$ cat config.mk
export PLATFORM = sky130hd
export DESIGN_NAME = datapath
export DESIGN_NICKNAME = d
export VERILOG_FILES = /design/src/hdl/isaPkg.sv /design/src/hdl/busPkg.sv /design/src/hdl/regPortIf.sv /design/src/hdl/regFile.sv /design/src/hdl/busMux.sv /design/src/hdl/aluUnit.sv /design/src/hdl/specialRegs.sv /design/src/hdl/datapath.sv
export SDC_FILE = /design/constraint.sdc
export NUM_CORES = 2
export LEC_CHECK = 0
export ABC_AREA = 1
export ABC_CLOCK_PERIOD_IN_PS = 29300
export BUFFER_PORTS_ARGS = -buffer_cell sky130_fd_sc_hd__buf_2
export CAP_MARGIN = 20
export CORE_ASPECT_RATIO = 0.9
export CORE_UTILIZATION = 60
export CTS_CLUSTER_SIZE = 40
export DETAILED_ROUTE_END_ITERATION = 12
export PLACE_DENSITY = 0.77
export SLEW_MARGIN = 40
export SYNTH_ARGS = -nofsm -noshare
export SYNTH_HDL_FRONTEND = slang
export SYNTH_HIERARCHICAL = 1
export SYNTH_SLANG_ARGS = --single-unit
$ cat constraint.sdc
create_clock -name Clock -period 29.3 [get_ports Clock]
set_input_delay 2.93 -clock Clock [delete_from_list [all_inputs] [get_ports Clock]]
set_output_delay 2.93 -clock Clock [all_outputs]
set_load 0.05 [all_outputs]
$ cat src/hdl/isaPkg.sv
`default_nettype none

package isaPkg;

    //////////////////////////////////////////////////
    // datapath sizes.
    //////////////////////////////////////////////////

    localparam int dataWidth = 32;
    localparam int regCount = 16;

    //////////////////////////////////////////////////
    // alu operations, coded as in the opcode field.
    //////////////////////////////////////////////////

    typedef enum logic [4:0] {
        opAdd = 5'b00011,
        opSub = 5'b00100,
        opShr = 5'b00101,
        opShl = 5'b00111,
        opRor = 5'b01000,
        opRol = 5'b01001,
        opAnd = 5'b01010,
        opOr  = 5'b01011,
        opMul = 5'b01111,
        opNeg = 5'b10001,
        opNot = 5'b10010
    } aluOp_t;

endpackage

`default_nettype wire

$ cat src/hdl/busPkg.sv
`default_nettype none

package busPkg;

    // sources that can drive the shared bus.
    typedef enum logic [3:0] {
        srcNone  = 4'd0,
        srcGpr   = 4'd1,
        srcPc    = 4'd2,
        srcMdr   = 4'd3,
        srcHi    = 4'd4,
        srcLo    = 4'd5,
        srcZHigh = 4'd6,
        srcZLow  = 4'd7
    } busSrc_t;

    // srcNone included.
    localparam int srcCount = 8;

endpackage

`default_nettype wire

$ cat src/hdl/regPortIf.sv
`default_nettype none

interface regPortIf #(
    parameter int DataWidth = 32,
    parameter int RegCount = 16
);

    // one-hot strobes from the top level.
    logic [RegCount-1:0] inEn;
    logic [RegCount-1:0] outEn;
    // bus value and the selected register.
    logic [DataWidth-1:0] busValue;
    logic [DataWidth-1:0] gprValue;

    modport regs (
        input  inEn,
        input  outEn,
        input  busValue,
        output gprValue
    );

    modport mux (
        input  outEn,
        input  gprValue,
        output busValue
    );

endinterface

`default_nettype wire

$ cat src/hdl/regFile.sv
`default_nettype none

module regFile #(
    parameter int DataWidth = 32,
    parameter int RegCount = 16
) (
    input  wire logic Clock,
    input  wire logic rst,
    regPortIf.regs    regPort
);

    logic [DataWidth-1:0] slotValue [RegCount];

    //////////////////////////////////////////////////
    // register slots.
    //////////////////////////////////////////////////

    for (genvar i = 0; i < RegCount; i++) begin : gSlot
        logic [DataWidth-1:0] slotQ;

        always_ff @(posedge Clock) begin
            if (rst) begin
                slotQ <= '0;
            end else if (regPort.inEn[i]) begin
                slotQ <= regPort.busValue;
            end
        end

        assign slotValue[i] = slotQ;
    end

    // selected slots are OR-ed onto the read port.
    always_comb begin
        regPort.gprValue = '0;
        for (int i = 0; i < RegCount; i++) begin
            if (regPort.outEn[i]) begin
                regPort.gprValue = regPort.gprValue | slotValue[i];
            end
        end
    end

    // at most one register written and one read per cycle.
    strobeOneHot: assert property (
        @(posedge Clock) disable iff (rst)
        $onehot0(regPort.inEn) && $onehot0(regPort.outEn)
    ) else $error("register strobes not one-hot");

endmodule

`default_nettype wire

$ cat src/hdl/busMux.sv
`default_nettype none

module busMux #(
    parameter int DataWidth = 32
) (
    input  wire logic                   Clock,
    input  wire logic                   pcOut,
    input  wire logic                   mdrOut,
    input  wire logic                   hiOut,
    input  wire logic                   loOut,
    input  wire logic                   zHighOut,
    input  wire logic                   zLowOut,
    input  wire logic [DataWidth-1:0]   pcValue,
    input  wire logic [DataWidth-1:0]   mdrValue,
    input  wire logic [DataWidth-1:0]   hiValue,
    input  wire logic [DataWidth-1:0]   loValue,
    input  wire logic [2*DataWidth-1:0] zValue,
    regPortIf.mux                       regPort
);

    logic gprSel;
    logic [busPkg::srcCount-2:0] strobes;
    busPkg::busSrc_t src;

    assign gprSel = |regPort.outEn;
    assign strobes = {gprSel, pcOut, mdrOut, hiOut, loOut, zHighOut, zLowOut};

    // strobe encoder.
    always_comb begin
        src = busPkg::srcNone;
        if (gprSel) begin
            src = busPkg::srcGpr;
        end else if (pcOut) begin
            src = busPkg::srcPc;
        end else if (mdrOut) begin
            src = busPkg::srcMdr;
        end else if (hiOut) begin
            src = busPkg::srcHi;
        end else if (loOut) begin
            src = busPkg::srcLo;
        end else if (zHighOut) begin
            src = busPkg::srcZHigh;
        end else if (zLowOut) begin
            src = busPkg::srcZLow;
        end
    end

    // idle bus reads zero.
    always_comb begin
        case (src)
            busPkg::srcGpr:   regPort.busValue = regPort.gprValue;
            busPkg::srcPc:    regPort.busValue = pcValue;
            busPkg::srcMdr:   regPort.busValue = mdrValue;
            busPkg::srcHi:    regPort.busValue = hiValue;
            busPkg::srcLo:    regPort.busValue = loValue;
            busPkg::srcZHigh: regPort.busValue = zValue[2*DataWidth-1:DataWidth];
            busPkg::srcZLow:  regPort.busValue = zValue[DataWidth-1:0];
            default:          regPort.busValue = '0;
        endcase
    end

    singleDriver: assert property (@(posedge Clock) $onehot0(strobes))
        else $error("more than one bus driver");

endmodule

`default_nettype wire

$ cat src/hdl/aluUnit.sv
`default_nettype none

module aluUnit #(
    parameter int DataWidth = 32
) (
    input  wire logic                   Clock,
    input  wire logic                   rst,
    input  wire logic [DataWidth-1:0]   bus,
    input  wire logic                   yIn,
    input  wire logic                   zIn,
    input  wire isaPkg::aluOp_t         aluOp,
    output      logic [2*DataWidth-1:0] zValue
);

    localparam int ShiftBits = $clog2(DataWidth);

    logic [DataWidth-1:0] yQ;
    logic [ShiftBits-1:0] shamt;
    logic [2*DataWidth-1:0] rolWide;
    logic [2*DataWidth-1:0] rorWide;
    logic signed [2*DataWidth-1:0] yWide;
    logic signed [2*DataWidth-1:0] busWide;
    logic signed [2*DataWidth-1:0] product;
    logic [2*DataWidth-1:0] result;

    //////////////////////////////////////////////////
    // Y latch.
    //////////////////////////////////////////////////

    always_ff @(posedge Clock) begin
        if (rst) begin
            yQ <= '0;
        end else if (yIn) begin
            yQ <= bus;
        end
    end

    //////////////////////////////////////////////////
    // operations on Y and the bus.
    //////////////////////////////////////////////////

    assign shamt = bus[ShiftBits-1:0];
    // doubled word, so the rotated value sits in one half.
    assign rolWide = {yQ, yQ} << shamt;
    assign rorWide = {yQ, yQ} >> shamt;

    assign yWide = {{DataWidth{yQ[DataWidth-1]}}, yQ};
    assign busWide = {{DataWidth{bus[DataWidth-1]}}, bus};
    assign product = yWide * busWide;

    // high word stays zero except for mul.
    always_comb begin
        result = '0;
        case (aluOp)
            isaPkg::opAdd: result[DataWidth-1:0] = yQ + bus;
            isaPkg::opSub: result[DataWidth-1:0] = yQ - bus;
            isaPkg::opAnd: result[DataWidth-1:0] = yQ & bus;
            isaPkg::opOr:  result[DataWidth-1:0] = yQ | bus;
            isaPkg::opShl: result[DataWidth-1:0] = yQ << shamt;
            isaPkg::opShr: result[DataWidth-1:0] = yQ >> shamt;
            isaPkg::opRol: result[DataWidth-1:0] = rolWide[2*DataWidth-1:DataWidth];
            isaPkg::opRor: result[DataWidth-1:0] = rorWide[DataWidth-1:0];
            // unary ops take the bus operand.
            isaPkg::opNeg: result[DataWidth-1:0] = -bus;
            isaPkg::opNot: result[DataWidth-1:0] = ~bus;
            isaPkg::opMul: result = product;
            default:       result = '0;
        endcase
    end

    always_ff @(posedge Clock) begin
        if (rst) begin
            zValue <= '0;
        end else if (zIn) begin
            zValue <= result;
        end
    end

    legalOp: assert property (
        @(posedge Clock) disable iff (rst)
        zIn |-> aluOp inside {isaPkg::opAdd, isaPkg::opSub, isaPkg::opAnd,
                              isaPkg::opOr, isaPkg::opShl, isaPkg::opShr,
                              isaPkg::opRol, isaPkg::opRor, isaPkg::opNeg,
                              isaPkg::opNot, isaPkg::opMul}
    ) else $error("Z loaded with an illegal ALU op");

endmodule

`default_nettype wire

$ cat src/hdl/specialRegs.sv
`default_nettype none

module specialRegs #(
    parameter int DataWidth = 32
) (
    input  wire logic                 Clock,
    input  wire logic                 rst,
    input  wire logic [DataWidth-1:0] bus,
    input  wire logic [DataWidth-1:0] mdataIn,
    input  wire logic                 read,
    input  wire logic                 incPc,
    input  wire logic                 pcIn,
    input  wire logic                 irIn,
    input  wire logic                 marIn,
    input  wire logic                 mdrIn,
    input  wire logic                 hiIn,
    input  wire logic                 loIn,
    output      logic [DataWidth-1:0] pcValue,
    output      logic [DataWidth-1:0] mdrValue,
    output      logic [DataWidth-1:0] hiValue,
    output      logic [DataWidth-1:0] loValue,
    output      logic [DataWidth-1:0] address,
    output      logic [DataWidth-1:0] instr
);

    localparam logic [DataWidth-1:0] PcStep = DataWidth'(4);

    //////////////////////////////////////////////////
    // PC and IR.
    //////////////////////////////////////////////////

    always_ff @(posedge Clock) begin
        if (rst) begin
            pcValue <= '0;
            instr <= '0;
        end else begin
            if (pcIn) begin
                pcValue <= incPc ? pcValue + PcStep : bus;
            end
            if (irIn) begin
                instr <= bus;
            end
        end
    end

    //////////////////////////////////////////////////
    // memory interface and HI/LO.
    //////////////////////////////////////////////////

    always_ff @(posedge Clock) begin
        if (rst) begin
            address <= '0;
            mdrValue <= '0;
            hiValue <= '0;
            loValue <= '0;
        end else begin
            if (marIn) begin
                address <= bus;
            end
            // read selects the memory word over the bus.
            if (mdrIn) begin
                mdrValue <= read ? mdataIn : bus;
            end
            if (hiIn) begin
                hiValue <= bus;
            end
            if (loIn) begin
                loValue <= bus;
            end
        end
    end

    incWithLoad: assert property (@(posedge Clock) disable iff (rst) incPc |-> pcIn)
        else $error("incPc without pcIn");

endmodule

`default_nettype wire

$ cat src/hdl/datapath.sv
`default_nettype none

module datapath #(
    parameter int DataWidth = isaPkg::dataWidth,
    parameter int RegCount = isaPkg::regCount
) (
    input  wire logic                 Clock,
    input  wire logic                 rst,
    input  wire logic [DataWidth-1:0] mdataIn,
    input  wire logic                 read,
    input  wire logic                 incPc,
    input  wire logic [RegCount-1:0]  regIn,
    input  wire logic [RegCount-1:0]  regOut,
    input  wire logic                 pcIn,
    input  wire logic                 pcOut,
    input  wire logic                 irIn,
    input  wire logic                 marIn,
    input  wire logic                 mdrIn,
    input  wire logic                 mdrOut,
    input  wire logic                 yIn,
    input  wire logic                 zIn,
    input  wire logic                 zHighOut,
    input  wire logic                 zLowOut,
    input  wire logic                 hiIn,
    input  wire logic                 hiOut,
    input  wire logic                 loIn,
    input  wire logic                 loOut,
    input  wire isaPkg::aluOp_t       aluOp,
    output      logic [DataWidth-1:0] bus,
    output      logic [DataWidth-1:0] address,
    output      logic [DataWidth-1:0] instr
);

    logic [DataWidth-1:0] pcValue;
    logic [DataWidth-1:0] mdrValue;
    logic [DataWidth-1:0] hiValue;
    logic [DataWidth-1:0] loValue;
    logic [2*DataWidth-1:0] zValue;

    regPortIf #(.DataWidth(DataWidth), .RegCount(RegCount)) regPort ();

    assign regPort.inEn = regIn;
    assign regPort.outEn = regOut;
    assign bus = regPort.busValue;

    //////////////////////////////////////////////////
    // bus sources and sinks.
    //////////////////////////////////////////////////

    regFile #(
        .DataWidth(DataWidth),
        .RegCount(RegCount)
    ) gprFile (
        .Clock   (Clock),
        .rst     (rst),
        .regPort (regPort.regs)
    );

    busMux #(
        .DataWidth(DataWidth)
    ) busDriver (
        .Clock    (Clock),
        .pcOut    (pcOut),
        .mdrOut   (mdrOut),
        .hiOut    (hiOut),
        .loOut    (loOut),
        .zHighOut (zHighOut),
        .zLowOut  (zLowOut),
        .pcValue  (pcValue),
        .mdrValue (mdrValue),
        .hiValue  (hiValue),
        .loValue  (loValue),
        .zValue   (zValue),
        .regPort  (regPort.mux)
    );

    aluUnit #(
        .DataWidth(DataWidth)
    ) alu (
        .Clock  (Clock),
        .rst    (rst),
        .bus    (regPort.busValue),
        .yIn    (yIn),
        .zIn    (zIn),
        .aluOp  (aluOp),
        .zValue (zValue)
    );

    specialRegs #(
        .DataWidth(DataWidth)
    ) special (
        .Clock    (Clock),
        .rst      (rst),
        .bus      (regPort.busValue),
        .mdataIn  (mdataIn),
        .read     (read),
        .incPc    (incPc),
        .pcIn     (pcIn),
        .irIn     (irIn),
        .marIn    (marIn),
        .mdrIn    (mdrIn),
        .hiIn     (hiIn),
        .loIn     (loIn),
        .pcValue  (pcValue),
        .mdrValue (mdrValue),
        .hiValue  (hiValue),
        .loValue  (loValue),
        .address  (address),
        .instr    (instr)
    );

endmodule

`default_nettype wire

After elaboration in Yosys (flattened, before gate mapping)
Cells that the tools add are included.
- add/subtract/negate cells: 4
- multipliers: 1
- equal/unequal tests: 18
- shift operators: 4
- multiplexer cells: 28
- bitwise operators: 18
- reduce and logical (&&, ||, !) cells: 1
- operator list (operator ; number):
    $mux W32 ; 19
    $or A32 B32 Y32 ; 16
    $pmux W32 S11 ; 1
    $pmux W32 S7 ; 1
    $mul A32 B32 Y64 ; 1
    $shl A64 B5 Y64 ; 1
    $shr A64 B5 Y32 ; 1
    $add A32 B3 Y32 const B ; 1
    $add A32 B32 Y32 ; 1
    $and A32 B32 Y32 ; 1
    $neg A32 Y32 ; 1
    $not A32 Y32 ; 1
    $shl A32 B5 Y32 ; 1
    $shr A32 B5 Y32 ; 1
    $sub A32 B32 Y32 ; 1
    $eq A5 B4 Y1 const B ; 5
    $mux W4 ; 6
    $eq A4 B3 Y1 const B ; 4
    $reduce_or A16 Y1 ; 1
    $eq A5 B3 Y1 const B ; 3
    $eq A5 B5 Y1 const B ; 2
    $eq A4 B2 Y1 const B ; 2
    $eq A5 B2 Y1 const B ; 1
    $eq A4 B1 Y1 const B ; 1
    $mux W3 ; 1
- flip-flop bits (word level): 800
- input bits: 87
- output and inout bits: 96

Longest topological paths before layout
- word-level depth: 34
- mapped depth: 48
- gate-level depth less buffers: 43

Hierarchy
The synthesis kept the hierarchy.
- by module, submodules not included (module ; instances ; cells an instance ; area an instance (um^2) ; seq. area each (um^2)):
    aluUnit ; 1 ; 7480 ; 52138.8 ; 1921.8
    regFile ; 1 ; 3465 ; 22759.3 ; 10249.8
    specialRegs ; 1 ; 1048 ; 8005.2 ; 3843.7
    busMux ; 1 ; 541 ; 2483.6 ; 0.0

Worst setup path before layout
Ideal clock, no wire load.
- path type: input to register
- from: input regOut[3]
- to: register alu.zValue[51]
- data arrival time: 11.567 ns
- required time: 29.168 ns
- path slack: 17.601 ns
- stages: 38
- buffers on the path: 5
- cells stage by stage: nor2_1 nand2_1 nor2_4 nand2_2 a21oi_2 buf_4 nand4_1 nand2_1 nor2_1 nand2_1 buf_2 buf_2 buf_2 buf_1 nand2_1 inv_1 ha_1 fa_1 [... 2 more ...] inv_1 fa_1 inv_1 fa_1 inv_1 fa_1 inv_1 fa_1 ha_1 a21oi_1 inv_1 a31oi_1 o21ai_0 a21oi_1 nand3_1 or2_2 nand3_1 a21oi_1
- word-level cells in the longest chain between the ends: 28
- elaborated cells between the ends (all ways): 37
- classes of those cells: mul: 1; eq/ne: 7; mux: 16; bitwise: 12; reduce/logical: 1
- ends and longest elaborated chain (item ; line ; text):
    from (decl) ; datapath.sv:13 ; input wire logic [RegCount-1:0] regOut,
    $mux W32 ; regFile.sv:36 ; if (regPort.outEn[i]) begin
    $or A32 B32 Y32 ; regFile.sv:37 ; regPort.gprValue = regPort.gprValue | slotValue[i];
    $mux W32 ; regFile.sv:36 ;
    $or A32 B32 Y32 ; regFile.sv:37 ;
    $mux W32 ; regFile.sv:36 ;
    $or A32 B32 Y32 ; regFile.sv:37 ;
    $mux W32 ; regFile.sv:36 ;
    $or A32 B32 Y32 ; regFile.sv:37 ;
    [... 13 more ...] ; - ;
    $or A32 B32 Y32 ; regFile.sv:37 ;
    $mux W32 ; regFile.sv:36 ;
    $or A32 B32 Y32 ; regFile.sv:37 ;
    $mux W32 ; regFile.sv:36 ;
    $pmux W32 S7 * ; busMux.sv:50 ; case (src)
    net bus[1] ; datapath.sv:29 ; output logic [DataWidth-1:0] bus,
    $mul A32 B32 Y64 * ; aluUnit.sv:49 ; assign product = yWide * busWide;
    $mux W32 * ; aluUnit.sv:54 ; case (aluOp)
    to (signal assigned) ; aluUnit.sv:75 ; zValue <= result;
    to (decl) ; aluUnit.sv:12 ; output logic [2*DataWidth-1:0] zValue
The timed path passes the listed nets; every way through them passes the cells marked *.
A chain may end at the register's enable or synchronous reset.

Final worst setup path
- from: input regOut[9]
- to: register alu.zValue[56]
- word-level cells in the longest chain between the ends: 16
- elaborated cells between the ends (all ways): 25
- classes of those cells: mul: 1; eq/ne: 7; mux: 10; bitwise: 6; reduce/logical: 1
- ends and longest elaborated chain (item ; line):
    $mux W32 ; regFile.sv:36
    $or A32 B32 Y32 ; regFile.sv:37
    $mux W32 ; regFile.sv:36
    $or A32 B32 Y32 ; regFile.sv:37
    $mux W32 ; regFile.sv:36
    $or A32 B32 Y32 ; regFile.sv:37
    $mux W32 ; regFile.sv:36
    $or A32 B32 Y32 ; regFile.sv:37
    $mux W32 ; regFile.sv:36
    $or A32 B32 Y32 ; regFile.sv:37
    $mux W32 ; regFile.sv:36
    $or A32 B32 Y32 ; regFile.sv:37
    $mux W32 ; regFile.sv:36
    $pmux W32 S7 * ; busMux.sv:50
    $mul A32 B32 Y64 * ; aluUnit.sv:49
    $mux W32 * ; aluUnit.sv:54
Every way passes the cells marked *; elsewhere a longest branch is shown, timed or not.

==> out/qor.csv <==
stage;metric;value;unit
logic_synthesis;synth_enable_flop_cells;0;
worst_hold_path;min_path_type;reg2reg;
setup_path;criticalPathCategory;in2reg;
cts;cts-resized-gates;0;
routing;wl_per_cell;23.9;µm
floorplan;initial_core_util;60.8;%
routing;dr.pass1.iters;11;
timing;hold_violations;0;
setup_path;cp-start-kind;primary input;
logic_synthesis;ys_warn_count;6;
cts;clock_path_buffers;3;
floorplan;fp.dieW;400;µm
finish;largest_reg_flops;512;
logic_synthesis;ys_async_sr_fraction;0;%
logic_synthesis;syn_inst;12500;
placement;pre_cts_ws;15.00;ns
cts;clkSinkCount;800;
cts;post_cts_buffers;0;
timing;finalSetupTns;0;ns
logic_synthesis;synth.distinct_cells;61;
placement;numPortBuffers;182;
global_route;grt_pass1_vias;80500;
finish;drive_gt1_share;5.05;%
cts;cts_made_buffers;81;
timing;tightest_slew;1.05;ns
finish;final_nets;13600;
run;maxCapViolCount;0;
setup_path;path_max_fanout;34;
timing;slew_headroom;29.7;%
timing;rsz0062_at_grt;false;
routing;drt_iter0_markers;13200;
global_route;grt_pass1_wl;499000;µm
placement;hpwl;248000;µm
run_status;status;complete, no violations;
setup_path;critPathMaxStageDelay;0.83;ns
timing;fmax;72.3;MHz
cts;holdBufCountCts;0;
finish;reg.largest.list;gprFile/gSlot.slotQ: 512 flops, alu/zValue: 64 flops;
floorplan;num_rows;130;
logic_synthesis;synth_area;85400;µm²
floorplan;core_area;140000;µm²
routing;drc_errors;0;
finish;final_common_cell;nand2_1;
setup_path;crit_required;29.92;ns
timing;fin_crit_sh;47.2;%
setup_path;end_kind;flop;
cts;cts_tree;built;
timing;fin_skew;0.0590;ns
timing;setup_viol_count_final;0;
routing;routed_via_density;5.98;
cts;clk_latency;0.71;ns
worst_hold_path;whs_path_depth;2;
finish;synthToLayoutAreaGrowth;4.10;%
logic_synthesis;syn_area_per_cell;6.81;µm²
floorplan;die_h;360;µm
routing;routed_wl;336000;µm
floorplan;fp.dieArea;144000;µm²
routing;postRouteAntennaNets;0;
finish;mostFrequentLayoutCells;4,189 x nand2_1, 2,206 x inv_1, 1,084 x fa_1;
global_route;gr-total-overflow;0;
cts;h-tree-depth;3;
routing;dr_total_vias;84200;
timing;slew_violations;0;
floorplan;ios;183;
timing;post-route-min-period;13.83;ns
setup_path;cp.arrival;14.45;ns
logic_synthesis;synth_ff_type;dfxtp_1;
global_route;grt_max_degree;118;
logic_synthesis;ys_seq_area_share;18.8;%
timing;worst_slack;15.47;ns
placement;gp_congestion;1.06;
setup_path;slowest_stage;fa_1;
global_route;grt_usage;46.3;%
cts;clk_pin_slew;0.07;ns
logic_synthesis;ys_seq_elements;800;
cts;clockRootBuffer;clkbuf_16;
global_route;antenna_found_initial;13;
setup_path;reg2reg_depth;36;
finish;fillers;12700;
finish;largest_register;gprFile/gSlot.slotQ;
logic_synthesis;synth_nets;14000;
## path summary, 6_finish.rpt
kind	startpoint	endpoint	slack, ns
max	regOut[9]	alu/zValue[56]	15.47
min	gprFile/gSlot[0].slotQ[30]	gprFile/gSlot[0].slotQ[30]	0.46
max reg2reg	gprFile/gSlot[3].slotQ[9]	alu/zValue[23]	19.03
min reg2reg	gprFile/gSlot[0].slotQ[30]	gprFile/gSlot[0].slotQ[30]	0.46
## worst max-delay path: cells and delay by family
family / cells / cell delay [ns]
buf+inv: 12 / 2.54
simple gates: 11 / 2.76
compound gates: 7 / 1.31
fa+ha+maj: 9 / 4.70
## per-stage QoR
stage / instance area, µm² / std cells / hold slack, ns / util (%)
after global routing: 88900 / 14100 / 0.474 / 63.3
after detailed placement: 86000 / 13900 / 0.452 / 61.2
after global placement: 85900 / 13900 / 0.448 / 61.2
after floorplan: 85400 / 12500 / 0.436 / -
after CTS: 88800 / 14100 / 0.462 / 63.3
final: 88900 / 14100 / 0.461 / 63.3
## layout make-up
class / instances / area, µm² / area share [%]
well taps: 1848 / 2310 / 2.60
inverters: 2254 / 8470 / 9.53
repair buffers: 300 / 1900 / 2.13
diodes: 10 / 25.0 / 0.0282
flip-flops and latches: 800 / 16000 / 18.0
clock buffers: 113 / 2370 / 2.66
clock inverters: 33 / 487 / 0.548
multi-input cells: 8730 / 57300 / 64.5
## synth_stat cells (20+ instances only)
| library cell | instances | share of area [%] |
|---|---|---|
| clkbuf_1 | 303 | 1.3 |
| buf_4 | 32 | 0.28 |
| buf_6 | 59 | 0.78 |
| buf_2 | 277 | 1.6 |
| o21ai_1 | 20 | 0.12 |
| inv_2 | 36 | 0.16 |
| a211oi_1 | 42 | 0.37 |
| buf_1 | 43 | 0.19 |
| nand3_1 | 700 | 4.1 |
| nor3_1 | 32 | 0.19 |
| o211ai_1 | 71 | 0.62 |
| o21ai_0 | 272 | 1.6 |
| inv_1 | 2209 | 9.7 |
| nand4_1 | 198 | 1.5 |
| fa_1 | 1084 | 25 |
| nand2_1 | 4223 | 19 |
| nor2_1 | 727 | 3.2 |
| ha_1 | 282 | 4.1 |
| a21oi_1 | 853 | 5.0 |
| or2_2 | 23 | 0.17 |
| dfxtp_1 | 800 | 19 |
| clkbuf_2 | 32 | 0.19 |
## cell families after synthesis
logic type,share of synthesized area (%)
adder cells (fa/ha/maj),29.5
AND/OR/NAND/NOR,28.6
XOR/XNOR,0.236
flip-flops,18.8
AO/OA/AOI/OAI,8.51
buffers and inverters,14.4
## metal layers
metal  wire, µm  global-route usage [%]  vias up  part of all wire [%]
met3      53800                    16.6      887                    16
met1     131000                    65.4    40200                    39
met4      16000                    18.4        6                   4.7
met5         46                       0        -                 0.014
met2     135000                    64.0     6101                    40
li1           -                       -    37100                     -
Power is left out: the tool's default activity adds up to more than one toggle a clock period on the data nets, which glitch-free logic cannot reach.
